===== src/hw/sifhPkg.sv =====
`default_nettype none

package sifhPkg;

    // default widths
    // the top level sets its parameters to these same values
    localparam int pixelBitsDef = 2;
    localparam int binBitsDef = 6;
    localparam int stampBitsDef = 10;
    localparam int countBitsDef = 4;

    // write response codes
    typedef enum logic [1:0] {
        respOkay   = 2'b00,
        respSlvErr = 2'b10
    } bresp_e;

    // histogram engine states
    typedef enum logic [2:0] {
        idle,
        readBin,
        updateBin,
        sweepRead,
        sweepScan,
        report
    } histState_e;

    // host side of the AXI4-Lite write channel
    typedef struct packed {
        logic        awvalid;
        logic [31:0] awaddr;
        logic        wvalid;
        logic [31:0] wdata;
        logic        bready;
    } axiWrReq;

    // subsystem side of the write channel
    typedef struct packed {
        logic   awready;
        logic   wready;
        logic   bvalid;
        bresp_e bresp;
    } axiWrRsp;

    // one photon arrival after binning
    typedef struct packed {
        logic [pixelBitsDef-1:0] pixel;
        logic [binBitsDef-1:0]   bin;
    } stampEntry;

    // result of one finished acquisition
    typedef struct packed {
        logic [pixelBitsDef-1:0] pixel;
        logic [binBitsDef-1:0]   bin;
        logic [countBitsDef-1:0] count;
    } peakReport;

endpackage

`default_nettype wire


===== src/hw/histRam.sv =====
`default_nettype none

module histRam #(
    parameter int pixelCount = 4,
    parameter int binBits = sifhPkg::binBitsDef,
    parameter int countBits = sifhPkg::countBitsDef,
    localparam int addrBits = $clog2(pixelCount) + binBits,
    localparam int depth = pixelCount << binBits
) (
    input  wire logic                 clk,
    input  wire logic                 rdEn,
    input  wire logic [addrBits-1:0]  rdAddr,
    output logic [countBits-1:0]      rdData,
    input  wire logic                 wrEn,
    input  wire logic [addrBits-1:0]  wrAddr,
    input  wire logic [countBits-1:0] wrData
);

    // one word per pixel and bin
    // address is pixel over bin
    logic [countBits-1:0] mem [depth];

    always_ff @(posedge clk) begin
        if (wrEn) begin
            mem[wrAddr] <= wrData;
        end
    end

    // registered read so data lands one cycle after rdEn
    always_ff @(posedge clk) begin
        if (rdEn) begin
            rdData <= mem[rdAddr];
        end
    end

endmodule

`default_nettype wire


===== src/hw/histogramFsm.sv =====
`default_nettype none

module histogramFsm #(
    parameter int pixelCount = 4,
    parameter int binBits = sifhPkg::binBitsDef,
    parameter int countBits = sifhPkg::countBitsDef,
    parameter int stampsPerPixel = 20,
    localparam int addrBits = $clog2(pixelCount) + binBits
) (
    input  wire logic                 clk,
    input  wire logic                 rst,
    input  wire logic                 entryValid,
    input  wire sifhPkg::stampEntry   entry,
    output logic                      pop,
    output logic                      ready,
    output logic                      ramRdEn,
    output logic [addrBits-1:0]       ramRdAddr,
    input  wire logic [countBits-1:0] ramRdData,
    output logic                      ramWrEn,
    output logic [addrBits-1:0]       ramWrAddr,
    output logic [countBits-1:0]      ramWrData,
    output logic                      peakValid,
    output sifhPkg::peakReport        peak,
    input  wire logic                 peakReady
);
    import sifhPkg::*;

    localparam int pixBits = $clog2(pixelCount);
    localparam int tallyBits = $clog2(stampsPerPixel);
    localparam logic [addrBits-1:0] clearLast = addrBits'((pixelCount << binBits) - 1);
    localparam logic [binBits-1:0] binLast = '1;
    localparam logic [countBits-1:0] countMax = '1;
    localparam logic [tallyBits-1:0] tallyLast = tallyBits'(stampsPerPixel - 1);

    histState_e state;
    logic clearDone;
    logic [addrBits-1:0] clearAddr;
    logic [pixBits-1:0] pixQ;
    logic [binBits-1:0] binQ;
    logic [tallyBits-1:0] tally [pixelCount];
    logic [binBits-1:0] scanBin;
    logic [binBits-1:0] maxBin;
    logic [countBits-1:0] maxCount;
    logic [countBits-1:0] bumped;
    logic lastStamp;
    logic takeNew;
    logic [binBits-1:0] winBin;
    logic [countBits-1:0] winCount;

    // ingest held off until every word is zero
    assign ready = clearDone;
    // entries only leave the FIFO from idle
    assign pop = (state == idle) && clearDone && entryValid;
    assign peakValid = (state == report);

    // saturating increment
    assign bumped = (ramRdData == countMax) ? ramRdData : ramRdData + 1'b1;
    assign lastStamp = tally[pixQ] == tallyLast;

    // strict compare so a tie keeps the lower bin
    assign takeNew = ramRdData > maxCount;
    assign winBin = takeNew ? scanBin : maxBin;
    assign winCount = takeNew ? ramRdData : maxCount;

    // read port
    always_comb begin
        ramRdEn = 1'b0;
        ramRdAddr = {pixQ, binQ};
        case (state)
            readBin: ramRdEn = 1'b1;
            sweepRead: begin
                ramRdEn = 1'b1;
                ramRdAddr = {pixQ, {binBits{1'b0}}};
            end
            // fetch one bin ahead of the compare
            sweepScan: begin
                ramRdEn = scanBin != binLast;
                ramRdAddr = {pixQ, scanBin + 1'b1};
            end
            default: ramRdEn = 1'b0;
        endcase
    end

    // write port
    always_comb begin
        ramWrEn = 1'b0;
        ramWrAddr = {pixQ, binQ};
        ramWrData = bumped;
        if (!clearDone) begin
            ramWrEn = 1'b1;
            ramWrAddr = clearAddr;
            ramWrData = '0;
        end else if (state == updateBin) begin
            ramWrEn = 1'b1;
        end else if (state == sweepScan) begin
            // each bin zeroed right after it is compared
            ramWrEn = 1'b1;
            ramWrAddr = {pixQ, scanBin};
            ramWrData = '0;
        end
    end

    always_ff @(posedge clk) begin
        if (rst) begin
            state <= idle;
            clearDone <= 1'b0;
            clearAddr <= '0;
        end else begin
            // walk the whole RAM once after reset
            if (!clearDone) begin
                clearAddr <= clearAddr + 1'b1;
                if (clearAddr == clearLast) begin
                    clearDone <= 1'b1;
                end
            end
            case (state)
                idle: if (pop) state <= readBin;
                readBin: state <= updateBin;
                updateBin: state <= lastStamp ? sweepRead : idle;
                sweepRead: state <= sweepScan;
                sweepScan: if (scanBin == binLast) state <= report;
                report: if (peakReady) state <= idle;
                default: state <= idle;
            endcase
        end
    end

    // stamps seen per pixel in the current acquisition
    always_ff @(posedge clk) begin
        if (rst) begin
            for (int p = 0; p < pixelCount; p++) begin
                tally[p] <= '0;
            end
        end else if (state == updateBin) begin
            tally[pixQ] <= lastStamp ? '0 : tally[pixQ] + 1'b1;
        end
    end

    always_ff @(posedge clk) begin
        if (pop) begin
            pixQ <= pixBits'(entry.pixel);
            binQ <= binBits'(entry.bin);
        end
        // running maximum over the sweep
        if (state == sweepRead) begin
            scanBin <= '0;
            maxBin <= '0;
            maxCount <= '0;
        end else if (state == sweepScan) begin
            scanBin <= scanBin + 1'b1;
            maxBin <= winBin;
            maxCount <= winCount;
        end
        // report latched once on the last bin
        if (state == sweepScan && scanBin == binLast) begin
            peak.pixel <= pixelBitsDef'(pixQ);
            peak.bin <= binBitsDef'(winBin);
            peak.count <= countBitsDef'(winCount);
        end
    end

    // report held steady under back-pressure
    assert property (@(posedge clk) disable iff (rst)
        peakValid && !peakReady |=> peakValid && $stable(peak))
        else $error("histogramFsm peak report changed while stalled");

endmodule

`default_nettype wire


===== src/hw/sifhTop.sv =====
`default_nettype none

module sifhTop #(
    parameter int pixelCount = 4,
    parameter int binBits = 6,
    parameter int stampBits = 10,
    parameter int countBits = 4,
    parameter int stampsPerPixel = 20,
    parameter int fifoDepth = 8
) (
    input  wire logic              clk,
    input  wire logic              rst,
    input  wire sifhPkg::axiWrReq  axiReq,
    output sifhPkg::axiWrRsp       axiRsp,
    output logic                   peakValid,
    output sifhPkg::peakReport     peak,
    input  wire logic              peakReady
);
    import sifhPkg::*;

    localparam int addrBits = $clog2(pixelCount) + binBits;

    stampEntry pushEntry;
    stampEntry popEntry;
    logic push;
    logic pop;
    logic fifoFull;
    logic fifoEmpty;
    logic ready;
    logic ramRdEn;
    logic ramWrEn;
    logic [addrBits-1:0] ramRdAddr;
    logic [addrBits-1:0] ramWrAddr;
    logic [countBits-1:0] ramRdData;
    logic [countBits-1:0] ramWrData;

    // host writes become stamp entries
    stampIngest #(
        .pixelCount(pixelCount),
        .binBits(binBits),
        .stampBits(stampBits)
    ) i_ingest (
        .clk(clk),
        .rst(rst),
        .axiReq(axiReq),
        .axiRsp(axiRsp),
        .fifoFull(fifoFull),
        .ready(ready),
        .push(push),
        .entry(pushEntry)
    );

    stampFifo #(
        .fifoDepth(fifoDepth)
    ) i_fifo (
        .clk(clk),
        .rst(rst),
        .push(push),
        .pushEntry(pushEntry),
        .full(fifoFull),
        .pop(pop),
        .popEntry(popEntry),
        .empty(fifoEmpty)
    );

    // update, sweep and report engine
    histogramFsm #(
        .pixelCount(pixelCount),
        .binBits(binBits),
        .countBits(countBits),
        .stampsPerPixel(stampsPerPixel)
    ) i_fsm (
        .clk(clk),
        .rst(rst),
        .entryValid(!fifoEmpty),
        .entry(popEntry),
        .pop(pop),
        .ready(ready),
        .ramRdEn(ramRdEn),
        .ramRdAddr(ramRdAddr),
        .ramRdData(ramRdData),
        .ramWrEn(ramWrEn),
        .ramWrAddr(ramWrAddr),
        .ramWrData(ramWrData),
        .peakValid(peakValid),
        .peak(peak),
        .peakReady(peakReady)
    );

    histRam #(
        .pixelCount(pixelCount),
        .binBits(binBits),
        .countBits(countBits)
    ) i_ram (
        .clk(clk),
        .rdEn(ramRdEn),
        .rdAddr(ramRdAddr),
        .rdData(ramRdData),
        .wrEn(ramWrEn),
        .wrAddr(ramWrAddr),
        .wrData(ramWrData)
    );

endmodule

`default_nettype wire


===== src/hw/stampFifo.sv =====
`default_nettype none

module stampFifo #(
    parameter int fifoDepth = 8
) (
    input  wire logic               clk,
    input  wire logic               rst,
    input  wire logic               push,
    input  wire sifhPkg::stampEntry pushEntry,
    output logic                    full,
    input  wire logic               pop,
    output sifhPkg::stampEntry      popEntry,
    output logic                    empty
);
    import sifhPkg::*;

    localparam int ptrBits = $clog2(fifoDepth);
    localparam logic [ptrBits-1:0] lastSlot = ptrBits'(fifoDepth - 1);

    stampEntry mem [fifoDepth];
    logic [ptrBits-1:0] wrPtr;
    logic [ptrBits-1:0] rdPtr;
    logic [ptrBits:0] used;
    logic doPush;
    logic doPop;

    assign doPush = push && !full;
    assign doPop = pop && !empty;
    assign full = used == (ptrBits + 1)'(fifoDepth);
    assign empty = used == '0;
    // head entry visible without a read cycle
    assign popEntry = mem[rdPtr];

    always_ff @(posedge clk) begin
        if (doPush) begin
            mem[wrPtr] <= pushEntry;
        end
    end

    always_ff @(posedge clk) begin
        if (rst) begin
            wrPtr <= '0;
            rdPtr <= '0;
            used <= '0;
        end else begin
            // pointers wrap at the last slot
            if (doPush) begin
                wrPtr <= (wrPtr == lastSlot) ? '0 : wrPtr + 1'b1;
            end
            if (doPop) begin
                rdPtr <= (rdPtr == lastSlot) ? '0 : rdPtr + 1'b1;
            end
            // occupancy unchanged on simultaneous push and pop
            case ({doPush, doPop})
                2'b10: used <= used + 1'b1;
                2'b01: used <= used - 1'b1;
                default: used <= used;
            endcase
        end
    end

    assert property (@(posedge clk) disable iff (rst) pop |-> !empty)
        else $error("stampFifo pop while empty");
    assert property (@(posedge clk) disable iff (rst) push |-> !full)
        else $error("stampFifo push while full");

endmodule

`default_nettype wire


===== src/hw/stampIngest.sv =====
`default_nettype none

module stampIngest #(
    parameter int pixelCount = 4,
    parameter int binBits = sifhPkg::binBitsDef,
    parameter int stampBits = sifhPkg::stampBitsDef
) (
    input  wire logic              clk,
    input  wire logic              rst,
    input  wire sifhPkg::axiWrReq  axiReq,
    output sifhPkg::axiWrRsp       axiRsp,
    input  wire logic              fifoFull,
    input  wire logic              ready,
    output logic                   push,
    output sifhPkg::stampEntry     entry
);
    import sifhPkg::*;

    logic [29:0] wordAddr;
    logic [stampBits-1:0] stamp;
    logic inRange;
    logic accept;
    logic bvalidQ;
    bresp_e brespQ;

    // word address selects the pixel
    assign wordAddr = axiReq.awaddr[31:2];
    assign inRange = wordAddr < 30'(pixelCount);
    // only the low timestamp bits are meaningful
    assign stamp = axiReq.wdata[stampBits-1:0];

    // address and data beats taken together in one cycle
    // held off during the RAM clear and while a response waits
    assign accept = axiReq.awvalid && axiReq.wvalid && !fifoFull && !bvalidQ && ready;

    // out of range writes are answered but never queued
    assign push = accept && inRange;

    always_comb begin
        entry.pixel = wordAddr[pixelBitsDef-1:0];
        // bin is the top binBits of the timestamp
        entry.bin = binBitsDef'(stamp >> (stampBits - binBits));
    end

    always_comb begin
        axiRsp.awready = accept;
        axiRsp.wready = accept;
        axiRsp.bvalid = bvalidQ;
        axiRsp.bresp = brespQ;
    end

    // response valid until the host takes it
    always_ff @(posedge clk) begin
        if (rst) begin
            bvalidQ <= 1'b0;
        end else if (accept) begin
            bvalidQ <= 1'b1;
        end else if (axiReq.bready) begin
            bvalidQ <= 1'b0;
        end
    end

    // response code captured with the transfer
    always_ff @(posedge clk) begin
        if (accept) begin
            brespQ <= inRange ? respOkay : respSlvErr;
        end
    end

endmodule

`default_nettype wire


===== config.mk =====
export PLATFORM = sky130hd
export DESIGN_NAME = sifhTop
export DESIGN_NICKNAME = d
export VERILOG_FILES = /design/src/hw/sifhPkg.sv /design/src/hw/histRam.sv /design/src/hw/histogramFsm.sv /design/src/hw/sifhTop.sv /design/src/hw/stampFifo.sv /design/src/hw/stampIngest.sv
export SDC_FILE = /design/constraint.sdc
export NUM_CORES = 2
export LEC_CHECK = 0
export BUFFER_PORTS_ARGS = -buffer_cell sky130_fd_sc_hd__buf_2
export CAP_MARGIN = 0
export CORE_MARGIN = 3
export CORE_UTILIZATION = 40
export CTS_BUF_LIST = sky130_fd_sc_hd__clkbuf_16
export CTS_CLUSTER_SIZE = 25
export DETAILED_ROUTE_END_ITERATION = 7
export PLACE_DENSITY = 0.66
export SYNTH_ARGS = -nofsm -noshare
export SYNTH_HDL_FRONTEND = slang
export SYNTH_SLANG_ARGS = --single-unit

===== constraint.sdc =====
create_clock -name clk -period 35.5 [get_ports clk]
set_input_delay 3.55 -clock clk [delete_from_list [all_inputs] [get_ports clk]]
set_output_delay 3.55 -clock clk [all_outputs]
set_load 0.005 [all_outputs]

# == Word-level counts from Yosys, hierarchy flattened ==
# Memory sizes are Yosys's and may differ from the RTL's. A register that Yosys moved wholly into a read port is not among the register bits.
# Index checks and enable logic that the tools add are counted.
# word_totals
ram_bits,1108
mem_count,3
ff_bits,53
word_cells,105
input_bits,70
# memory_table
name,words,width,read_ports,rd_clocked_by_memory_dff,wr,line_no,text
i_ram.mem,256,4,1,1,1,histRam.sv:21,logic [countBits-1:0] mem [depth];
i_fifo.mem,8,8,1,1,1,stampFifo.sv:20,stampEntry mem [fifoDepth];
i_fsm.tally,4,5,1,0,4,histogramFsm.sv:40,logic [tallyBits-1:0] tally [pixelCount];
# classes
addsub,8
n_mux,40
eq_ne,18
reduce_logical,20
order_cmp,2
# op_table
op,count
$lt A30 B3 Y1 const B,1
$mux W4,5
$mux W6,3
$pmux W3 S6,1
$mux W1,17
$mux W3,5
$eq A3 B3 Y1 const B,4
$pmux W6 S2,1
$logic_and A1 B1 Y1,10
$mux W5,2
$add A4 B1 Y4 const B,2
$add A8 B1 Y8 const B,1
$eq A4 B4 Y1 const B,2
$eq A8 B8 Y1 const B,1
$mux W8,1
$pmux W4 S2,1
$add A3 B1 Y3 const B,2
$add A6 B1 Y6 const B,1
$eq A3 B2 Y1 const B,2
$eq A6 B6 Y1 const B,1
$mux W2,3
$ne A6 B6 Y1 const B,1
$add A5 B1 Y5 const B,1
$eq A5 B5 Y1 const B,1
other kinds (15),19

# == Depth between registers and ports, before layout ==
# depth
depth_word,9
ltp_mapped,15

# == Cells and area by module ==
# A second synthesis with hierarchy kept.
# unflattened
hier_cells,2572
hier_area_um2,47508.1
# by_module_without_submodules
module,seq_area_each_um2,area_each_um2,n_inst,cells_each
histRam,30869.6,40715.3,1,2051
histogramFsm,1801.7,3350.7,1,316
stampFifo,2182.1,3193.1,1,173
stampIngest,50.0,245.2,1,31
sifhTop,0.0,3.8,1,1

# == Worst setup path after synthesis ==
# Ideal clock, no wire load.
# synth_path
path_type,flip-flop to flip-flop
from,register i_fsm.state[2]
to,"memory i_ram.mem[0][3], data pin"
slack_ns,22.492
arrival_ns,10.911
required_ns,33.402
synth_period_minus_slack_ns,13.008
stages_incl_launch_ff,7
cell_sequence,dfxtp_1 buf_2 or3b_1 buf_2 buf_1 nand2_1 nor3_1
# synth_via
elab_chain_cells,4
word_cells_on_any_way,5
# synth_rtl
item,line_no,text
from (decl),histogramFsm.sv:35,histState_e state;
from (signal assigned),histogramFsm.sv:105,state <= idle;
from (signal assigned),histogramFsm.sv:117,idle: if (pop) state <= readBin;
from (signal assigned),histogramFsm.sv:118,readBin: state <= updateBin;
$eq A3 B3 Y1,histogramFsm.sv:95,end else if (state == sweepScan) begin
$mux W4,histogramFsm.sv:95,
$mux W4 *,histogramFsm.sv:93,end else if (state == updateBin) begin
$mux W4 *,histogramFsm.sv:89,if (!clearDone) begin
named net i_fsm.ramWrData[3],histogramFsm.sv:21,"output logic [countBits-1:0] ramWrData,"
to (decl),histRam.sv:21,
# Mark *: on every way through the listed nets, which the timed path passes. The rest lies on a longest branch.

==> results by stage <==
Worst setup path:
- At the worst endpoint, the arrival time is between 4000 and 5000 ps.
- The critical path goes through buf_2 -> nand4b_1 -> a21oi_1 -> buf_2.
- The kind of critical path is primary input to primary output.
- Broken down by cell family, the worst path's largest delay share belongs to compound AO/OA/AOI/OAI gates.
- The endpoint type of the worst setup path is a primary output.
- For this design, the slowest cell found on the critical path is sky130_fd_sc_hd__a21oi_1.
- The maximum cell stage delay along the critical path is 440 ps.
- The maximum fanout count along the critical path is 7.
- The worst setup path is launched from a primary input.
- The required time of the critical path is 31,950 ps.
- The most numerous cell type found on the critical path is sky130_fd_sc_hd__buf_2.
- The number of buffer and inverter instances along the worst setup path is 2.

Floorplanning:
- The die height is 352.6 um.
- 88 I/O pins were placed.
- The overall die width is 352.6 um.
- The floorplan step defined a core boundary enclosing 118,700 um2.
- The number of rows created at floorplan is ~130.
- The die covers between 100,000 and 150,000 um2.
- For this configuration, the core starts out at a cell density of 0.4048.

STA:
- The number of setup violations in the final report is 0.
- The total count of hold-check failures in the final report is 0.
- The transition time of the tightest slew-check pin is 1411 ps.
- In the final timing run, aggregate negative setup slack is 0 ps.
- The final clock skew is 35.06 ps.
- The number of slew-limit violations in the final report is 0.
- Derived from the worst setup path, the maximum achievable clock frequency is between 0.1 and 0.15 GHz.
- Setup repair after global routing left no endpoint under its margin.
- In the finished design, the share of the clock period the worst path needs comes to 0.2231.
- In this run the tightest slew margin relative to its limit is 0.05081.
- The clock period could shrink to 7921 ps.

Flow run:
- Across the run, the number of max-cap violations was 0.

Finish:
- The post-synthesis to final-layout area growth is 11.30%.
- The number of antenna diodes in the final layout is 0.
- The final-layout fill cell count is 10,330.
- For this run, the post-layout net count is 3,474.
- The sequential cells in the finished layout cover a total of 34,800 um2.
- The finished layout holds 5,085 standard cells, fillers aside.
- The share of post-route cells with drive strength above 1 is 0.1220.
- In the final layout, the multi-input gates occupy 12,160 um2.

Yosys:
- After synthesis the netlist holds a flip-flop and latch count of 1,172.
- The number of nets handed over by synthesis was 3,464.
- The average instance in the mapped netlist occupies 14.23 um2.
- For this run, the register share of the synthesized area comes to 0.7243.
- For this run, the leading register cell type out of synthesis is sky130_fd_sc_hd__edfxtp_1.
- The number of flops mapped to enable cells by yosys is approximately 1,100.
- The mapped cell area is 48,050 um2.
- After synthesis, the netlist uses 85 different library cells.
- The Yosys step of the flow raised 0 warnings.
- The fraction of synthesis flops using an asynchronous set or reset pin is 0.
- In the synthesized netlist, the number of instances is between 3,000 and 4,000.

Power:
- In this run the power density over the cells is roughly 50 nW/um2.
- In this run the static leakage power is 0.01742 uW.
- The worst-case vdd ir drop is about 0.043 mV.

CTS:
- The clock slew seen by the registers of the worst setup and hold paths is ~60 ps.
- The total clock sinks is 1,172.
- The number of setup buffers added after CTS is 0.
- The insertion delay of the later-clocked pin in the worst-skew pair is 700 ps.
- TritonCTS built the clock tree.
- The cell sitting at the root of the clock tree is a sky130_fd_sc_hd__clkbuf_16.
- In this run, post-CTS hold repair placed 0 buffers.
- The H-tree was split into 3 levels.
- Counting along the longest clock path gives a buffer depth of 3.
- The total clock buffers created by CTS is 115.
- The number of gates resized after CTS is 0.

Min path:
- The tightest min-delay check is of the flop to flop type.

Routing:
- The number of vias in the routed layout is a little under 30,000.
- The pre-antenna-repair detailed-routing pass consisted of 5 iterations.
- The post-route DRC violation count is 0.
- In the final routed layout, each cell accounts on average for 24.71 um.
- The final layout contains routed wiring with a total length of about 130,000 um.
- The remaining antenna violation count is 0.
- The via density per instance is around 5.7.
- The count of routing violations after the opening detailed-route iteration is 3,460.

Status:
- The flow ran to the end, and the final reports show no timing, DRC or antenna violations.

Place:
- In this run the tool buffered the top-level ports with 58 buffer cells.
- The final weighted congestion in routability-driven placement is 0.8362.
- The cell count after placement is 4,871.
- The HPWL reported at the end of detailed placement is 73,770 um.

GRT:
- The number of antenna violations at the first check in global routing was 0.
- Entering global routing, the biggest net connects around 180 pins.
- The wire length of the first global-routing pass is 186,100 um.
- The number of global-route vias before repair came to 28,320.
- Across every metal layer, demand over resource in global routing totals 0.1985.
- The total overflow left after global routing is 0.
[path summary, 6_finish.rpt]
kind	from	endpoint	slack, ps	cells after the start
worst max register to register	i_fsm.state[2]	i_ram.rdData[1]	28660	12
worst min register to register	i_fsm.maxBin[5]	i_fsm.maxBin[5]	470	1
worst min-delay path	i_fsm.maxBin[5]	i_fsm.maxBin[5]	470	1
worst max-delay path	axiReq[66]	axiRsp[4]	27580	4
[routing by layer]
layer  GRT usage  wire (um)  vias up
met1      0.2676      49920    14580
met3     0.03698      11750      251
met5           0          0        -
li1            -          -    12890
met2      0.3193      59180     1456
met4     0.07852       4790        0
[cells in the mapped netlist, types with 4 or more instances]
| master | instances | area [um2] |
|---|---|---|
| sky130_fd_sc_hd__mux2_2 | 23 | 259.0 |
| sky130_fd_sc_hd__o2111ai_1 | 17 | 148.9 |
| sky130_fd_sc_hd__o211ai_1 | 7 | 52.55 |
| sky130_fd_sc_hd__mux4_2 | 67 | 1509 |
| sky130_fd_sc_hd__buf_4 | 20 | 150.1 |
| sky130_fd_sc_hd__buf_1 | 8 | 30.03 |
| sky130_fd_sc_hd__a311oi_1 | 41 | 359.1 |
| sky130_fd_sc_hd__nor3b_1 | 10 | 75.07 |
| sky130_fd_sc_hd__inv_1 | 21 | 78.83 |
| sky130_fd_sc_hd__a211oi_1 | 62 | 465.5 |
| sky130_fd_sc_hd__nand2b_1 | 11 | 68.82 |
| sky130_fd_sc_hd__a22oi_1 | 20 | 150.1 |
| sky130_fd_sc_hd__a21o_1 | 6 | 45.04 |
| sky130_fd_sc_hd__nor3_1 | 24 | 120.1 |
| sky130_fd_sc_hd__xnor2_1 | 9 | 78.83 |
| sky130_fd_sc_hd__and2_1 | 5 | 31.28 |
| sky130_fd_sc_hd__dfxtp_1 | 39 | 780.8 |
| sky130_fd_sc_hd__o32ai_1 | 4 | 35.03 |
| sky130_fd_sc_hd__edfxtp_1 | 1133 | 34020 |
| sky130_fd_sc_hd__and3_1 | 62 | 387.9 |
| sky130_fd_sc_hd__or3_1 | 4 | 25.02 |
| sky130_fd_sc_hd__xor2_1 | 8 | 70.07 |
| sky130_fd_sc_hd__nand2_1 | 589 | 2211 |
| sky130_fd_sc_hd__mux2i_1 | 108 | 1081 |
| sky130_fd_sc_hd__nor2_1 | 340 | 1276 |
| sky130_fd_sc_hd__buf_6 | 15 | 168.9 |
| sky130_fd_sc_hd__o21ai_0 | 32 | 160.2 |
| sky130_fd_sc_hd__nand3_1 | 190 | 950.9 |
| sky130_fd_sc_hd__a22o_1 | 11 | 96.34 |
| sky130_fd_sc_hd__nand4_1 | 44 | 275.3 |
| sky130_fd_sc_hd__a32oi_1 | 42 | 367.9 |
| sky130_fd_sc_hd__buf_2 | 70 | 350.3 |
| sky130_fd_sc_hd__nor2b_1 | 7 | 43.79 |
| sky130_fd_sc_hd__ha_1 | 15 | 187.7 |
| sky130_fd_sc_hd__a21oi_1 | 42 | 210.2 |
| sky130_fd_sc_hd__clkbuf_1 | 111 | 416.7 |
| sky130_fd_sc_hd__a221o_1 | 4 | 40.04 |
| sky130_fd_sc_hd__a221oi_1 | 14 | 122.6 |
| sky130_fd_sc_hd__a2111oi_0 | 6 | 52.55 |
| sky130_fd_sc_hd__o22ai_1 | 6 | 37.54 |
| sky130_fd_sc_hd__nor4_1 | 18 | 112.6 |
| sky130_fd_sc_hd__a31oi_1 | 54 | 337.8 |
[sequential cells by signal, summed over array words and instances (netlist names), 2 cells and up]
signal and cells:
i_fifo.mem 64, i_fifo.rdPtr 3, i_fifo.used 4, i_fifo.wrPtr 3, i_fsm.binQ 6, i_fsm.clearAddr 8
i_fsm.maxBin 6, i_fsm.maxCount 4, i_fsm.peak 12, i_fsm.pixQ 2, i_fsm.scanBin 6, i_fsm.state 3
i_fsm.tally 20, i_ram.mem 1024, i_ram.rdData 4
[power breakdown]
part	internal (uW)	switching (uW)
Clock	660	514
Sequential	1500	2.03
Combinational	7.16	18.1
[per-stage QoR]
stage / power, uW / setup slack (ps) / utilization / cell area, um2 / hold slack [ps]
final: 2699 / 27580 / 0.4505 / 53480 / 471.4
after global routing: 2774 / 27520 / 0.4505 / 53480 / 482.2
after CTS: 2714 / 27610 / 0.4505 / 53480 / 474.1
after detailed placement: 1555 / 27610 / 0.4198 / 49830 / 451.7
after global placement: 1554 / 27610 / 0.4198 / 49830 / 450.2
after floorplan: 1542 / 22490 / - / 48050 / 424.4
[cells in the final DEF (no fill, tap or decap), types with 19 or more instances in the layout]
master,netlist,layout
sky130_fd_sc_hd__clkbuf_16,0,120
sky130_fd_sc_hd__mux4_2,67,67
sky130_fd_sc_hd__clkinv_2,0,26
sky130_fd_sc_hd__nand4_1,44,44
sky130_fd_sc_hd__nor2_1,340,335
sky130_fd_sc_hd__a22oi_1,20,19
sky130_fd_sc_hd__nor3_1,24,22
sky130_fd_sc_hd__mux2_2,23,23
sky130_fd_sc_hd__inv_1,21,39
sky130_fd_sc_hd__a31oi_1,54,53
sky130_fd_sc_hd__nand2_1,589,578
sky130_fd_sc_hd__nand3_1,190,190
sky130_fd_sc_hd__mux2i_1,108,108
sky130_fd_sc_hd__a32oi_1,42,42
sky130_fd_sc_hd__o21ai_0,32,32
sky130_fd_sc_hd__and3_1,62,62
sky130_fd_sc_hd__a311oi_1,41,41
sky130_fd_sc_hd__buf_4,20,58
sky130_fd_sc_hd__a21oi_1,42,42
sky130_fd_sc_hd__edfxtp_1,1133,1133
sky130_fd_sc_hd__a211oi_1,62,62
sky130_fd_sc_hd__clkinv_1,0,32
sky130_fd_sc_hd__buf_2,70,58
sky130_fd_sc_hd__dfxtp_1,39,39
[final cells by class]
| cell class | instances | share of cell area |
|---|---|---|
| flip-flops and latches | 1172 | 0.6507 |
| well taps | 1600 | 0.03743 |
| multi-input cells | 1959 | 0.2274 |
| clock inverters | 94 | 0.01214 |
| clock buffers | 120 | 0.05615 |
| repair buffers | 119 | 0.01469 |
| inverters | 21 | 0.001474 |
[logic make-up after synthesis]
kind of cell               count (synthesis)  share of synthesized area
and+or+nand+nor                         1329                     0.1212
buffers and inverters                    247                    0.02559
DFF                                     1172                     0.7243
adders and majority gates                 16                   0.004322
muxes                                    198                    0.05929
xor gates and xnor gates                  17                   0.003099
AOI/OAI and AO/OA                        398                    0.06220
other                                      1                 0.00007804
No activity file was read; power rests on OpenSTA's default activity.
